$ cat config.mk
export PLATFORM = sky130hd
export DESIGN_NAME = rt_unit
export DESIGN_NICKNAME = d
export VERILOG_FILES = /design/src/rt_pkg.sv /design/src/rt_addr_decode.sv /design/src/rt_budget_bank.sv /design/src/rt_budget_counter.sv /design/src/rt_burst_splitter.sv /design/src/rt_isolate.sv /design/src/rt_unit.sv
export VERILOG_INCLUDE_DIRS = /design/src
export SDC_FILE = /design/constraint.sdc
export NUM_CORES = 2
export LEC_CHECK = 0
export BUFFER_PORTS_ARGS = -buffer_cell sky130_fd_sc_hd__buf_2
export CAP_MARGIN = 0
export CORE_AREA = 2 2 542 544
export CTS_CLUSTER_DIAMETER = 120
export CTS_CLUSTER_SIZE = 40
export DETAILED_ROUTE_END_ITERATION = 16
export DIE_AREA = 0 0 544 546
export PLACE_DENSITY = 0.33
export SLEW_MARGIN = 40
export SYNTH_ARGS = -nofsm -noshare
export SYNTH_HDL_FRONTEND = slang
export SYNTH_SLANG_ARGS = --single-unit
$ cat constraint.sdc
create_clock -name clk_i -period 8.9 [get_ports clk_i]
set_input_delay 0.89 -clock clk_i [delete_from_list [all_inputs] [get_ports clk_i]]
set_output_delay 0.89 -clock clk_i [all_outputs]
set_load 0.02 [all_outputs]
$ cat src/rt_settings.svh
/*
  widths and counts shared by the bandwidth regulator RTL
  lengths follow AXI, so a burst carries len+1 beats
  RT_NUM_REGIONS must be at least two for the region index to have a width
*/
`ifndef RT_SETTINGS_SVH
`define RT_SETTINGS_SVH

// request fields
`define RT_ADDR_WIDTH   32
`define RT_LEN_WIDTH    8
`define RT_SIZE_WIDTH   3

// address map
`define RT_NUM_REGIONS  4
`define RT_NUM_RULES    4

// budget bookkeeping
`define RT_PERIOD_WIDTH 32
`define RT_BUDGET_WIDTH 32

// fragments allowed in flight downstream
`define RT_MAX_PENDING  16

`endif

$ cat src/rt_pkg.sv
/*
  types shared by the regulator stages
  a rule covers [start_addr, end_addr)
  ax_bytes_t holds fragments below 4 KiB; larger ones are charged modulo 4 KiB
*/
`include "rt_settings.svh"

package rt_pkg;

  typedef logic [`RT_ADDR_WIDTH-1:0] addr_t;
  typedef logic [`RT_LEN_WIDTH-1:0]  len_t;
  typedef logic [`RT_SIZE_WIDTH-1:0] size_t;

  // byte count of one fragment
  typedef logic [`RT_LEN_WIDTH+`RT_SIZE_WIDTH:0] ax_bytes_t;

  typedef logic [$clog2(`RT_NUM_REGIONS)-1:0]   region_idx_t;
  typedef logic [`RT_PERIOD_WIDTH-1:0]          period_t;
  typedef logic [`RT_BUDGET_WIDTH-1:0]          budget_t;
  typedef logic [$clog2(`RT_MAX_PENDING+1)-1:0] pending_t;

  typedef struct packed {
    region_idx_t idx;
    addr_t       start_addr;
    addr_t       end_addr;
  } rt_rule_t;

  typedef enum logic {
    SPLIT_IDLE,
    SPLIT_BUSY
  } split_state_e;

  typedef enum logic [1:0] {
    ISO_OPEN,
    ISO_DRAIN,
    ISO_CLOSED
  } iso_state_e;

endpackage

$ cat src/rt_addr_decode.sv
/*
  combinational address to region lookup
  overlapping rules resolve to the highest-numbered match
  no match gives region zero with dec_error_o set
*/
`timescale 1ns/1ns
`include "rt_settings.svh"

module rt_addr_decode import rt_pkg::*; (
  input  addr_t                        addr_i,
  input  rt_rule_t [`RT_NUM_RULES-1:0] rules_i,
  output region_idx_t                  idx_o,
  output logic                         dec_error_o
);

  always_comb begin
    idx_o       = '0;
    dec_error_o = 1'b1;
    // later rules override earlier ones
    for (int unsigned i = 0; i < `RT_NUM_RULES; i++) begin
      if ((addr_i >= rules_i[i].start_addr) && (addr_i < rules_i[i].end_addr)) begin
        idx_o       = rules_i[i].idx;
        dec_error_o = 1'b0;
      end
    end
  end

endmodule

$ cat src/rt_budget_bank.sv
/*
  byte probe on the master port and the per-region budget counters
  a fragment with a decode error is flagged for its direction and not charged
  isolate_o is combinational on the counter state
*/
`timescale 1ns/1ns
`include "rt_settings.svh"

module rt_budget_bank import rt_pkg::*; (
  input  logic                          clk_i,
  input  logic                          rst_n_i,
  input  logic                          enable_i,
  input  logic                          abort_i,
  input  logic                          mst_valid_i,
  input  logic                          mst_ready_i,
  input  len_t                          mst_len_i,
  input  size_t                         mst_size_i,
  input  logic                          mst_write_i,
  input  region_idx_t                   region_i,
  input  logic                          dec_error_i,
  input  budget_t [`RT_NUM_REGIONS-1:0] w_budget_i,
  input  period_t [`RT_NUM_REGIONS-1:0] w_period_i,
  input  budget_t [`RT_NUM_REGIONS-1:0] r_budget_i,
  input  period_t [`RT_NUM_REGIONS-1:0] r_period_i,
  output budget_t [`RT_NUM_REGIONS-1:0] w_budget_left_o,
  output period_t [`RT_NUM_REGIONS-1:0] w_period_left_o,
  output budget_t [`RT_NUM_REGIONS-1:0] r_budget_left_o,
  output period_t [`RT_NUM_REGIONS-1:0] r_period_left_o,
  output logic                          w_decode_error_o,
  output logic                          r_decode_error_o,
  output logic                          isolate_o
);

  ax_bytes_t                  bytes;
  logic                       charge;
  logic [`RT_NUM_REGIONS-1:0] w_spent;
  logic [`RT_NUM_REGIONS-1:0] r_spent;

  // --------------------
  // probe
  // --------------------
  assign bytes  = (ax_bytes_t'(mst_len_i) + 1'b1) << mst_size_i;
  assign charge = mst_valid_i & mst_ready_i & ~dec_error_i;

  assign w_decode_error_o = mst_valid_i & mst_write_i & dec_error_i;
  assign r_decode_error_o = mst_valid_i & ~mst_write_i & dec_error_i;

  assign isolate_o = enable_i & ((|w_spent) | (|r_spent));

  // --------------------
  // counters
  // --------------------
  for (genvar r = 0; r < `RT_NUM_REGIONS; r++) begin : gen_region
    logic sel;

    assign sel = charge & (region_i == region_idx_t'(r));

    rt_budget_counter write_counter_i (
      .clk_i         (clk_i),
      .rst_n_i       (rst_n_i),
      .enable_i      (enable_i),
      .abort_i       (abort_i),
      .charge_i      (sel & mst_write_i),
      .bytes_i       (bytes),
      .budget_i      (w_budget_i[r]),
      .budget_left_o (w_budget_left_o[r]),
      .period_i      (w_period_i[r]),
      .period_left_o (w_period_left_o[r]),
      .spent_o       (w_spent[r])
    );

    rt_budget_counter read_counter_i (
      .clk_i         (clk_i),
      .rst_n_i       (rst_n_i),
      .enable_i      (enable_i),
      .abort_i       (abort_i),
      .charge_i      (sel & ~mst_write_i),
      .bytes_i       (bytes),
      .budget_i      (r_budget_i[r]),
      .budget_left_o (r_budget_left_o[r]),
      .period_i      (r_period_i[r]),
      .period_left_o (r_period_left_o[r]),
      .spent_o       (r_spent[r])
    );
  end

endmodule

$ cat src/rt_budget_counter.sv
/*
  period and byte budget for one region and direction
  both counters start at zero and reload on the first cycle out of reset
  a reload wins over a charge on the same edge
*/
`timescale 1ns/1ns

module rt_budget_counter import rt_pkg::*; (
  input  logic      clk_i,
  input  logic      rst_n_i,
  input  logic      enable_i,
  input  logic      abort_i,
  input  logic      charge_i,
  input  ax_bytes_t bytes_i,
  input  budget_t   budget_i,
  output budget_t   budget_left_o,
  input  period_t   period_i,
  output period_t   period_left_o,
  output logic      spent_o
);

  logic    reload;
  logic    charge_en;
  budget_t bytes;

  assign reload    = (period_left_o == '0) | abort_i;
  assign spent_o   = (budget_left_o == '0);
  assign charge_en = enable_i & charge_i & ~spent_o;
  assign bytes     = budget_t'(bytes_i);

  // --------------------
  // period
  // --------------------
  always_ff @(posedge clk_i) begin
    if (!rst_n_i) begin
      period_left_o <= '0;
    end else if (reload) begin
      period_left_o <= period_i;
    end else if (enable_i) begin
      period_left_o <= period_left_o - 1'b1;
    end
  end

  // --------------------
  // budget
  // --------------------
  always_ff @(posedge clk_i) begin
    if (!rst_n_i) begin
      budget_left_o <= '0;
    end else if (reload) begin
      budget_left_o <= budget_i;
    end else if (charge_en) begin
      // clamp at zero on overdraw
      budget_left_o <= (bytes > budget_left_o) ? '0 : budget_left_o - bytes;
    end
  end

endmodule

$ cat src/rt_burst_splitter.sv
/*
  splits incrementing bursts into fragments of at most len_limit_i+1 beats
  the limit is sampled when a request is accepted
  one request at a time, the next is taken after its last fragment
*/
`timescale 1ns/1ns
`include "rt_settings.svh"

module rt_burst_splitter import rt_pkg::*; (
  input  logic  clk_i,
  input  logic  rst_n_i,
  input  len_t  len_limit_i,
  input  logic  slv_valid_i,
  output logic  slv_ready_o,
  input  addr_t slv_addr_i,
  input  len_t  slv_len_i,
  input  size_t slv_size_i,
  input  logic  slv_write_i,
  output logic  mst_valid_o,
  input  logic  mst_ready_i,
  output addr_t mst_addr_o,
  output len_t  mst_len_o,
  output size_t mst_size_o,
  output logic  mst_write_o,
  output logic  busy_o
);

  split_state_e              state_q;
  split_state_e              state_d;
  logic                      ready_q;
  addr_t                     addr_q;
  size_t                     size_q;
  logic                      write_q;
  len_t                      limit_q;
  // beats still to send, up to 256
  logic [`RT_LEN_WIDTH:0]    beats_q;
  logic [`RT_LEN_WIDTH:0]    limit_beats;
  logic                      accept;
  logic                      hs;
  logic                      last;

  assign accept      = slv_valid_i & ready_q;
  assign hs          = mst_valid_o & mst_ready_i;
  assign limit_beats = {1'b0, limit_q} + 1'b1;
  assign last        = (beats_q <= limit_beats);

  // --------------------
  // FSM
  // --------------------
  always_comb begin
    state_d = state_q;
    case (state_q)
      SPLIT_IDLE: begin
        if (accept) begin
          state_d = SPLIT_BUSY;
        end
      end
      SPLIT_BUSY: begin
        if (hs && last) begin
          state_d = SPLIT_IDLE;
        end
      end
      default: begin
        state_d = SPLIT_IDLE;
      end
    endcase
  end

  // ready follows the state, held low through reset
  always_ff @(posedge clk_i) begin
    if (!rst_n_i) begin
      state_q <= SPLIT_IDLE;
      ready_q <= 1'b0;
    end else begin
      state_q <= state_d;
      ready_q <= (state_d == SPLIT_IDLE);
    end
  end

  // --------------------
  // burst registers
  // --------------------
  always_ff @(posedge clk_i) begin
    if (accept) begin
      addr_q  <= slv_addr_i;
      size_q  <= slv_size_i;
      write_q <= slv_write_i;
      limit_q <= len_limit_i;
      beats_q <= {1'b0, slv_len_i} + 1'b1;
    end else if (hs && !last) begin
      // step past a full fragment
      addr_q  <= addr_q + (addr_t'(limit_beats) << size_q);
      beats_q <= beats_q - limit_beats;
    end
  end

  assign slv_ready_o = ready_q;
  assign busy_o      = (state_q == SPLIT_BUSY);
  assign mst_valid_o = busy_o;
  assign mst_addr_o  = addr_q;
  assign mst_len_o   = last ? len_t'(beats_q - 1'b1) : limit_q;
  assign mst_size_o  = size_q;
  assign mst_write_o = write_q;

  // fragment held until the master side takes it
  a_mst_hold: assert property (@(posedge clk_i) disable iff (!rst_n_i)
    (mst_valid_o && !mst_ready_i) |=> (mst_valid_o &&
      $stable({mst_addr_o, mst_len_o, mst_size_o, mst_write_o})))
    else $error("fragment changed under back-pressure, addr 0x%08h", mst_addr_o);

endmodule

$ cat src/rt_isolate.sv
/*
  request gate with an outstanding fragment count
  the gate is combinational, isolated_o drops together with isolate_i
  downstream must not hold more than RT_MAX_PENDING fragments in flight
*/
`timescale 1ns/1ns
`include "rt_settings.svh"

module rt_isolate import rt_pkg::*; (
  input  logic     clk_i,
  input  logic     rst_n_i,
  input  logic     isolate_i,
  input  logic     slv_valid_i,
  output logic     slv_ready_o,
  output logic     gated_valid_o,
  input  logic     gated_ready_i,
  input  logic     split_busy_i,
  input  logic     mst_valid_i,
  input  logic     mst_ready_i,
  input  logic     mst_done_i,
  output pending_t num_pending_o,
  output logic     isolated_o
);

  iso_state_e state_q;
  iso_state_e state_d;
  logic       issue;
  logic       drained;

  // --------------------
  // request gate
  // --------------------
  assign gated_valid_o = slv_valid_i & ~isolate_i;
  assign slv_ready_o   = gated_ready_i & ~isolate_i;

  // --------------------
  // pending fragments
  // --------------------
  assign issue = mst_valid_i & mst_ready_i;

  always_ff @(posedge clk_i) begin
    if (!rst_n_i) begin
      num_pending_o <= '0;
    end else if (issue && !mst_done_i) begin
      num_pending_o <= num_pending_o + 1'b1;
    end else if (!issue && mst_done_i) begin
      num_pending_o <= num_pending_o - 1'b1;
    end
  end

  // --------------------
  // isolation FSM
  // --------------------
  // nothing in flight and no burst half split
  assign drained = (num_pending_o == '0) && !split_busy_i;

  always_comb begin
    state_d = state_q;
    case (state_q)
      ISO_OPEN: begin
        if (isolate_i) begin
          state_d = drained ? ISO_CLOSED : ISO_DRAIN;
        end
      end
      ISO_DRAIN: begin
        if (!isolate_i) begin
          state_d = ISO_OPEN;
        end else if (drained) begin
          state_d = ISO_CLOSED;
        end
      end
      ISO_CLOSED: begin
        if (!isolate_i) begin
          state_d = ISO_OPEN;
        end
      end
      default: begin
        state_d = ISO_OPEN;
      end
    endcase
  end

  always_ff @(posedge clk_i) begin
    if (!rst_n_i) begin
      state_q <= ISO_OPEN;
    end else begin
      state_q <= state_d;
    end
  end

  assign isolated_o = (state_q == ISO_CLOSED) & isolate_i;

  // completions only for fragments that went out
  a_done_pending: assert property (@(posedge clk_i) disable iff (!rst_n_i)
    mst_done_i |-> (num_pending_o != '0))
    else $error("completion pulse with no fragment pending");

  a_pending_max: assert property (@(posedge clk_i) disable iff (!rst_n_i)
    num_pending_o <= `RT_MAX_PENDING)
    else $error("pending count 0x%0h above limit", num_pending_o);

endmodule

$ cat src/rt_unit.sv
/*
  bandwidth regulator top: gate, splitter, decoder and budget bank
  only the request channel is modelled, mst_done_i pulses once per fragment
  control inputs are plain levels and may change at any cycle
*/
`timescale 1ns/1ns
`include "rt_settings.svh"

module rt_unit import rt_pkg::*; (
  input  logic                          clk_i,
  input  logic                          rst_n_i,
  // slave port
  input  logic                          slv_valid_i,
  output logic                          slv_ready_o,
  input  addr_t                         slv_addr_i,
  input  len_t                          slv_len_i,
  input  size_t                         slv_size_i,
  input  logic                          slv_write_i,
  // master port
  output logic                          mst_valid_o,
  input  logic                          mst_ready_i,
  output addr_t                         mst_addr_o,
  output len_t                          mst_len_o,
  output size_t                         mst_size_o,
  output logic                          mst_write_o,
  input  logic                          mst_done_i,
  // control
  input  len_t                          len_limit_i,
  input  rt_rule_t [`RT_NUM_RULES-1:0]  rules_i,
  input  logic                          imtu_enable_i,
  input  logic                          imtu_abort_i,
  input  budget_t [`RT_NUM_REGIONS-1:0] w_budget_i,
  input  period_t [`RT_NUM_REGIONS-1:0] w_period_i,
  input  budget_t [`RT_NUM_REGIONS-1:0] r_budget_i,
  input  period_t [`RT_NUM_REGIONS-1:0] r_period_i,
  // status
  output budget_t [`RT_NUM_REGIONS-1:0] w_budget_left_o,
  output period_t [`RT_NUM_REGIONS-1:0] w_period_left_o,
  output budget_t [`RT_NUM_REGIONS-1:0] r_budget_left_o,
  output period_t [`RT_NUM_REGIONS-1:0] r_period_left_o,
  output logic                          w_decode_error_o,
  output logic                          r_decode_error_o,
  output pending_t                      num_pending_o,
  output logic                          isolate_o,
  output logic                          isolated_o
);

  logic        gated_valid;
  logic        gated_ready;
  logic        split_busy;
  logic        isolate;
  region_idx_t region;
  logic        dec_error;

  assign isolate_o = isolate;

  rt_isolate rt_isolate_i (
    .clk_i         (clk_i),
    .rst_n_i       (rst_n_i),
    .isolate_i     (isolate),
    .slv_valid_i   (slv_valid_i),
    .slv_ready_o   (slv_ready_o),
    .gated_valid_o (gated_valid),
    .gated_ready_i (gated_ready),
    .split_busy_i  (split_busy),
    .mst_valid_i   (mst_valid_o),
    .mst_ready_i   (mst_ready_i),
    .mst_done_i    (mst_done_i),
    .num_pending_o (num_pending_o),
    .isolated_o    (isolated_o)
  );

  rt_burst_splitter rt_burst_splitter_i (
    .clk_i       (clk_i),
    .rst_n_i     (rst_n_i),
    .len_limit_i (len_limit_i),
    .slv_valid_i (gated_valid),
    .slv_ready_o (gated_ready),
    .slv_addr_i  (slv_addr_i),
    .slv_len_i   (slv_len_i),
    .slv_size_i  (slv_size_i),
    .slv_write_i (slv_write_i),
    .mst_valid_o (mst_valid_o),
    .mst_ready_i (mst_ready_i),
    .mst_addr_o  (mst_addr_o),
    .mst_len_o   (mst_len_o),
    .mst_size_o  (mst_size_o),
    .mst_write_o (mst_write_o),
    .busy_o      (split_busy)
  );

  rt_addr_decode rt_addr_decode_i (
    .addr_i      (mst_addr_o),
    .rules_i     (rules_i),
    .idx_o       (region),
    .dec_error_o (dec_error)
  );

  rt_budget_bank rt_budget_bank_i (
    .clk_i            (clk_i),
    .rst_n_i          (rst_n_i),
    .enable_i         (imtu_enable_i),
    .abort_i          (imtu_abort_i),
    .mst_valid_i      (mst_valid_o),
    .mst_ready_i      (mst_ready_i),
    .mst_len_i        (mst_len_o),
    .mst_size_i       (mst_size_o),
    .mst_write_i      (mst_write_o),
    .region_i         (region),
    .dec_error_i      (dec_error),
    .w_budget_i       (w_budget_i),
    .w_period_i       (w_period_i),
    .r_budget_i       (r_budget_i),
    .r_period_i       (r_period_i),
    .w_budget_left_o  (w_budget_left_o),
    .w_period_left_o  (w_period_left_o),
    .r_budget_left_o  (r_budget_left_o),
    .r_period_left_o  (r_period_left_o),
    .w_decode_error_o (w_decode_error_o),
    .r_decode_error_o (r_decode_error_o),
    .isolate_o        (isolate)
  );

endmodule

==> impl_metrics.tcl <==
set metrics [dict create \
    combinationalPowerShare_pct 41.8 \
    synth-edff-count 53 \
    ios 1402 \
    coreArea_mm2 0.292 \
    peakVddDrop_mv 0.185 \
    end_kind "flip-flop" \
    drt_iter0_markers 3332 \
    final-seq-area_mm2 0.0120 \
    fin_setup_tns_ns 0 \
    period_share_pct 92.0 \
    yosysSeqAreaShare_pct 27.0 \
    clock_sinks 574 \
    outcome "finished clean" \
    path_clk_slew_ns 0.12 \
    final_cells 11100 \
    p_clk_share_pct 24.7 \
    pwr-share-seq_pct 33.4 \
    dr.pass1.iters 5 \
    gp_congestion 0.880 \
    die_height_um 546 \
    worstPathRequired_ns 9.52 \
    synth_area_leaders "dfxtp_1, ha_1, xnor2_1, nor2_1, nand2_1" \
    start_util_pct 15.2 \
    ys.flop_type "dfxtp_1" \
    dieArea_mm2 0.297 \
    netSwitchingPower_uw 4320 \
    fillers 33200 \
    yosysTopAreaCell "dfxtp_1" \
    syn_area_per_cell_um2 7.71 \
    grt_antenna_before_repair 156 \
    drt_drc_violations_left 0 \
    setup_violations 0 \
    tightest_slew_ns 1.01 \
    ctsHoldBuffers 0 \
    worstPathMaxFanout 18 \
    portBuffers 1401 \
    clk_latency_ns 0.73 \
    wl_per_cell_um 27.0 \
    cts_tree "yes" \
    synth.distinct_cells 110 \
    ant_nets 0 \
    cts_max_level 2 \
    maxCapViolCount 0 \
    timing.critical_path.arrival_ns 8.81 \
    grt_start_max_net_pins 122 \
    clockBufferDepth 3 \
    fp.dieW_um 544 \
    grt_usage_pct 19.2 \
    power-per-cell-area_mw_per_mm2 162 \
    critPathKind "reg2reg" \
    dp_hpwl_um 246000 \
    p_int_uw 5130 \
    synth.net_count 6967 \
    cts_made_buffers 38 \
    leakage_uw 0.0247 \
    synth_area_mm2 0.0445 \
    synth_top_area_share_pct 23.4 \
    ctsRootBufferMaster "clkbuf_16" \
    vias 50500 \
    cp_slowest_cell "a211oi_2" \
    num_rows 199 \
    layout-drive-gt1-share_pct 25.0 \
    synthCells 5772 \
    ys_async_sr_fraction_pct 0 \
    wirelength_um 298000 \
    cp_slowest_stage_delay_ns 0.76 \
    min_period_ns 8.19 \
    dp.cells 10900 \
    viasPerCell 4.57 \
    final_nets 8230 \
    worst_hold_path_type "in2reg" \
    p_sw_share_pct 45.7 \
    max_freq_ghz 0.122 \
    drv_slew 0 \
    multi_input_comb_area_mm2 0.0303 \
    relSlewSlack_pct 32.6 \
    grt_pass1_wl_um 408000 \
    skew_ns 0.0619 \
    grt_pass1_vias 50600 \
    hold_viol 0 \
    ys_warn_count 0 \
    rsz0062_at_grt "false" \
    worstSetupStartpointType "flip-flop" \
    syn_to_final_growth_pct 31.4 \
    synth-seq-cells 574 \
    grt_overflow_total 0 \
]
==> layout make-up <==
class	count	share of cell area, %
Inverter	367	2.38
Timing Repair Buffer	1535	13.9
Clock buffer	39	1.67
Sequential cell	574	20.6
Multi-Input combinational cell	4519	51.9
Antenna cell	67	0.287
Clock inverter	31	0.873
Tap cell	3919	8.39
==> final timing paths <==
path / endpoint / start / slack, ns / cells after the start
hold / removal: rt_burst_splitter_i.mst_size_o[2]$_DFFE_PP_ / slv_size_i[2] / 0.36 / 1
hold reg to reg: rt_isolate_i.state_q[0]$_SDFFE_PN0P_ / rt_isolate_i.state_q[1]$_SDFFE_PN0P_ / 0.46 / 1
setup / recovery: flip-flop / rt_burst_splitter_i.limit_q[4]$_DFFE_PP_ / 0.71 / 28
setup reg to reg: flip-flop / rt_burst_splitter_i.limit_q[4]$_DFFE_PP_ / 0.71 / 28
==> metal layers <==
metal	vias up	GRT usage (%)	wire length, um
met4	96	7.78	12300
met3	416	4.57	19800
met1	24500	22.3	120000
met2	1677	33.5	146000
li1	23800	-	-
met5	-	0	634
==> power groups by stage <==
| stage | sequential (uW) | clock (uW) | combinational, uW |
|---|---|---|---|
| final | 3160 | 2340 | 3950 |
| after global routing | 3190 | 2510 | 4330 |
| after CTS | 3160 | 2460 | 4010 |
| after detailed placement | 3220 | 0 | 3990 |
| after global placement | 3220 | 0 | 3970 |
| after floorplan | 3310 | 0 | 2100 |
==> placed cells by master (no fill, tap or decap), types with 36 or more instances in the layout <==
cell type / n
a211oi_1: 238
a21o_1: 139
a21oi_1: 281
a311oi_1: 46
a31oi_1: 160
and3_1: 58
buf_2: 1400
buf_4: 114
clkbuf_16: 39
dfxtp_1: 521
diode_2: 67
edfxtp_1: 53
ha_1: 348
inv_1: 364
nand2_1: 500
nand2b_1: 51
nand3_1: 211
nand4_1: 75
nor2_1: 616
nor3_1: 173
nor4_1: 130
o211ai_1: 44
o21ai_0: 192
o22ai_1: 36
o31ai_1: 49
or3_1: 95
or4_1: 69
xnor2_1: 270
xor2_1: 154
==> state kept, by name, summed over array words and instances (netlist names) <==
signal and cells:
rt_budget_bank_i.gen_region.read_counter_i.budget_left_o 128, rt_budget_bank_i.gen_region.read_counter_i.period_left_o 128, rt_budget_bank_i.gen_region.write_counter_i.budget_left_o 128, rt_budget_bank_i.gen_region.write_counter_i.period_left_o 128, rt_burst_splitter_i.mst_addr_o 32, rt_burst_splitter_i.beats_q 9, rt_burst_splitter_i.limit_q 8, rt_isolate_i.num_pending_o 5
rt_burst_splitter_i.mst_size_o 3, rt_isolate_i.state_q 2, rt_burst_splitter_i.busy_o 1, rt_burst_splitter_i.mst_write_o 1, rt_burst_splitter_i.slv_ready_o 1
==> synth_stat cells, types with 15 or more instances <==
library cell	count
a211oi_1	240
a21o_1	139
a21oi_1	283
a221oi_1	30
a22oi_1	17
a311oi_1	47
a31oi_1	165
a32oi_1	16
and2_1	35
and3_1	58
buf_1	17
buf_2	28
clkbuf_1	261
dfxtp_1	521
edfxtp_1	53
ha_1	349
inv_1	365
mux2i_1	22
nand2_1	503
nand2b_1	51
nand3_1	211
nand3b_1	20
nand4_1	75
nand4b_1	15
nor2_1	621
nor2b_1	28
nor3_1	179
nor4_1	137
o211ai_1	44
o21a_1	18
o21ai_0	194
o22ai_1	36
o311ai_0	19
o31ai_1	52
or2_2	31
or3_1	95
or4_1	69
xnor2_1	270
xor2_1	154
==> per-stage QoR <==
stage	setup slack (ns)	hold slack [ns]	cell area [um^2]	util (%)	total power, uW
after floorplan	1.56	0.415	44500	-	5410
after global placement	0.123	0.436	56400	19.3	7190
after detailed placement	0.0888	0.444	56700	19.4	7210
after CTS	0.0625	0.294	58200	19.9	9630
after global routing	0.0294	0.316	58400	20.0	10000
final	0.713	0.358	58500	20.0	9450
==> logic make-up after synthesis <==
family | synth area share, %
multiplexers | 1.00
buffers and inverters | 5.87
XOR/XNOR | 8.35
flip-flops | 27.0
AND/OR/NAND/NOR | 24.0
adder cells (fa/ha/maj) | 10.7
AO/OA/AOI/OAI | 23.1
==> critical path: cells and delay by family (launching register included) <==
kind                     cells  cell delay [ns]
adder cells (fa/ha/maj)      3             1.27
XOR/XNOR                     1             0.30
flip-flops                   1             0.48
AND/OR/NAND/NOR              9             2.17
buffers and inverters        2             0.51
AO/OA/AOI/OAI               13             3.39
==> timing repair <==
item                       4_1_cts  5_1_grt
setup endpoints to repair        0       98
buffers inserted                 0        1
resized for setup                0        5
hold endpoints to repair         0        0
(Power assumes the default switching activity.)
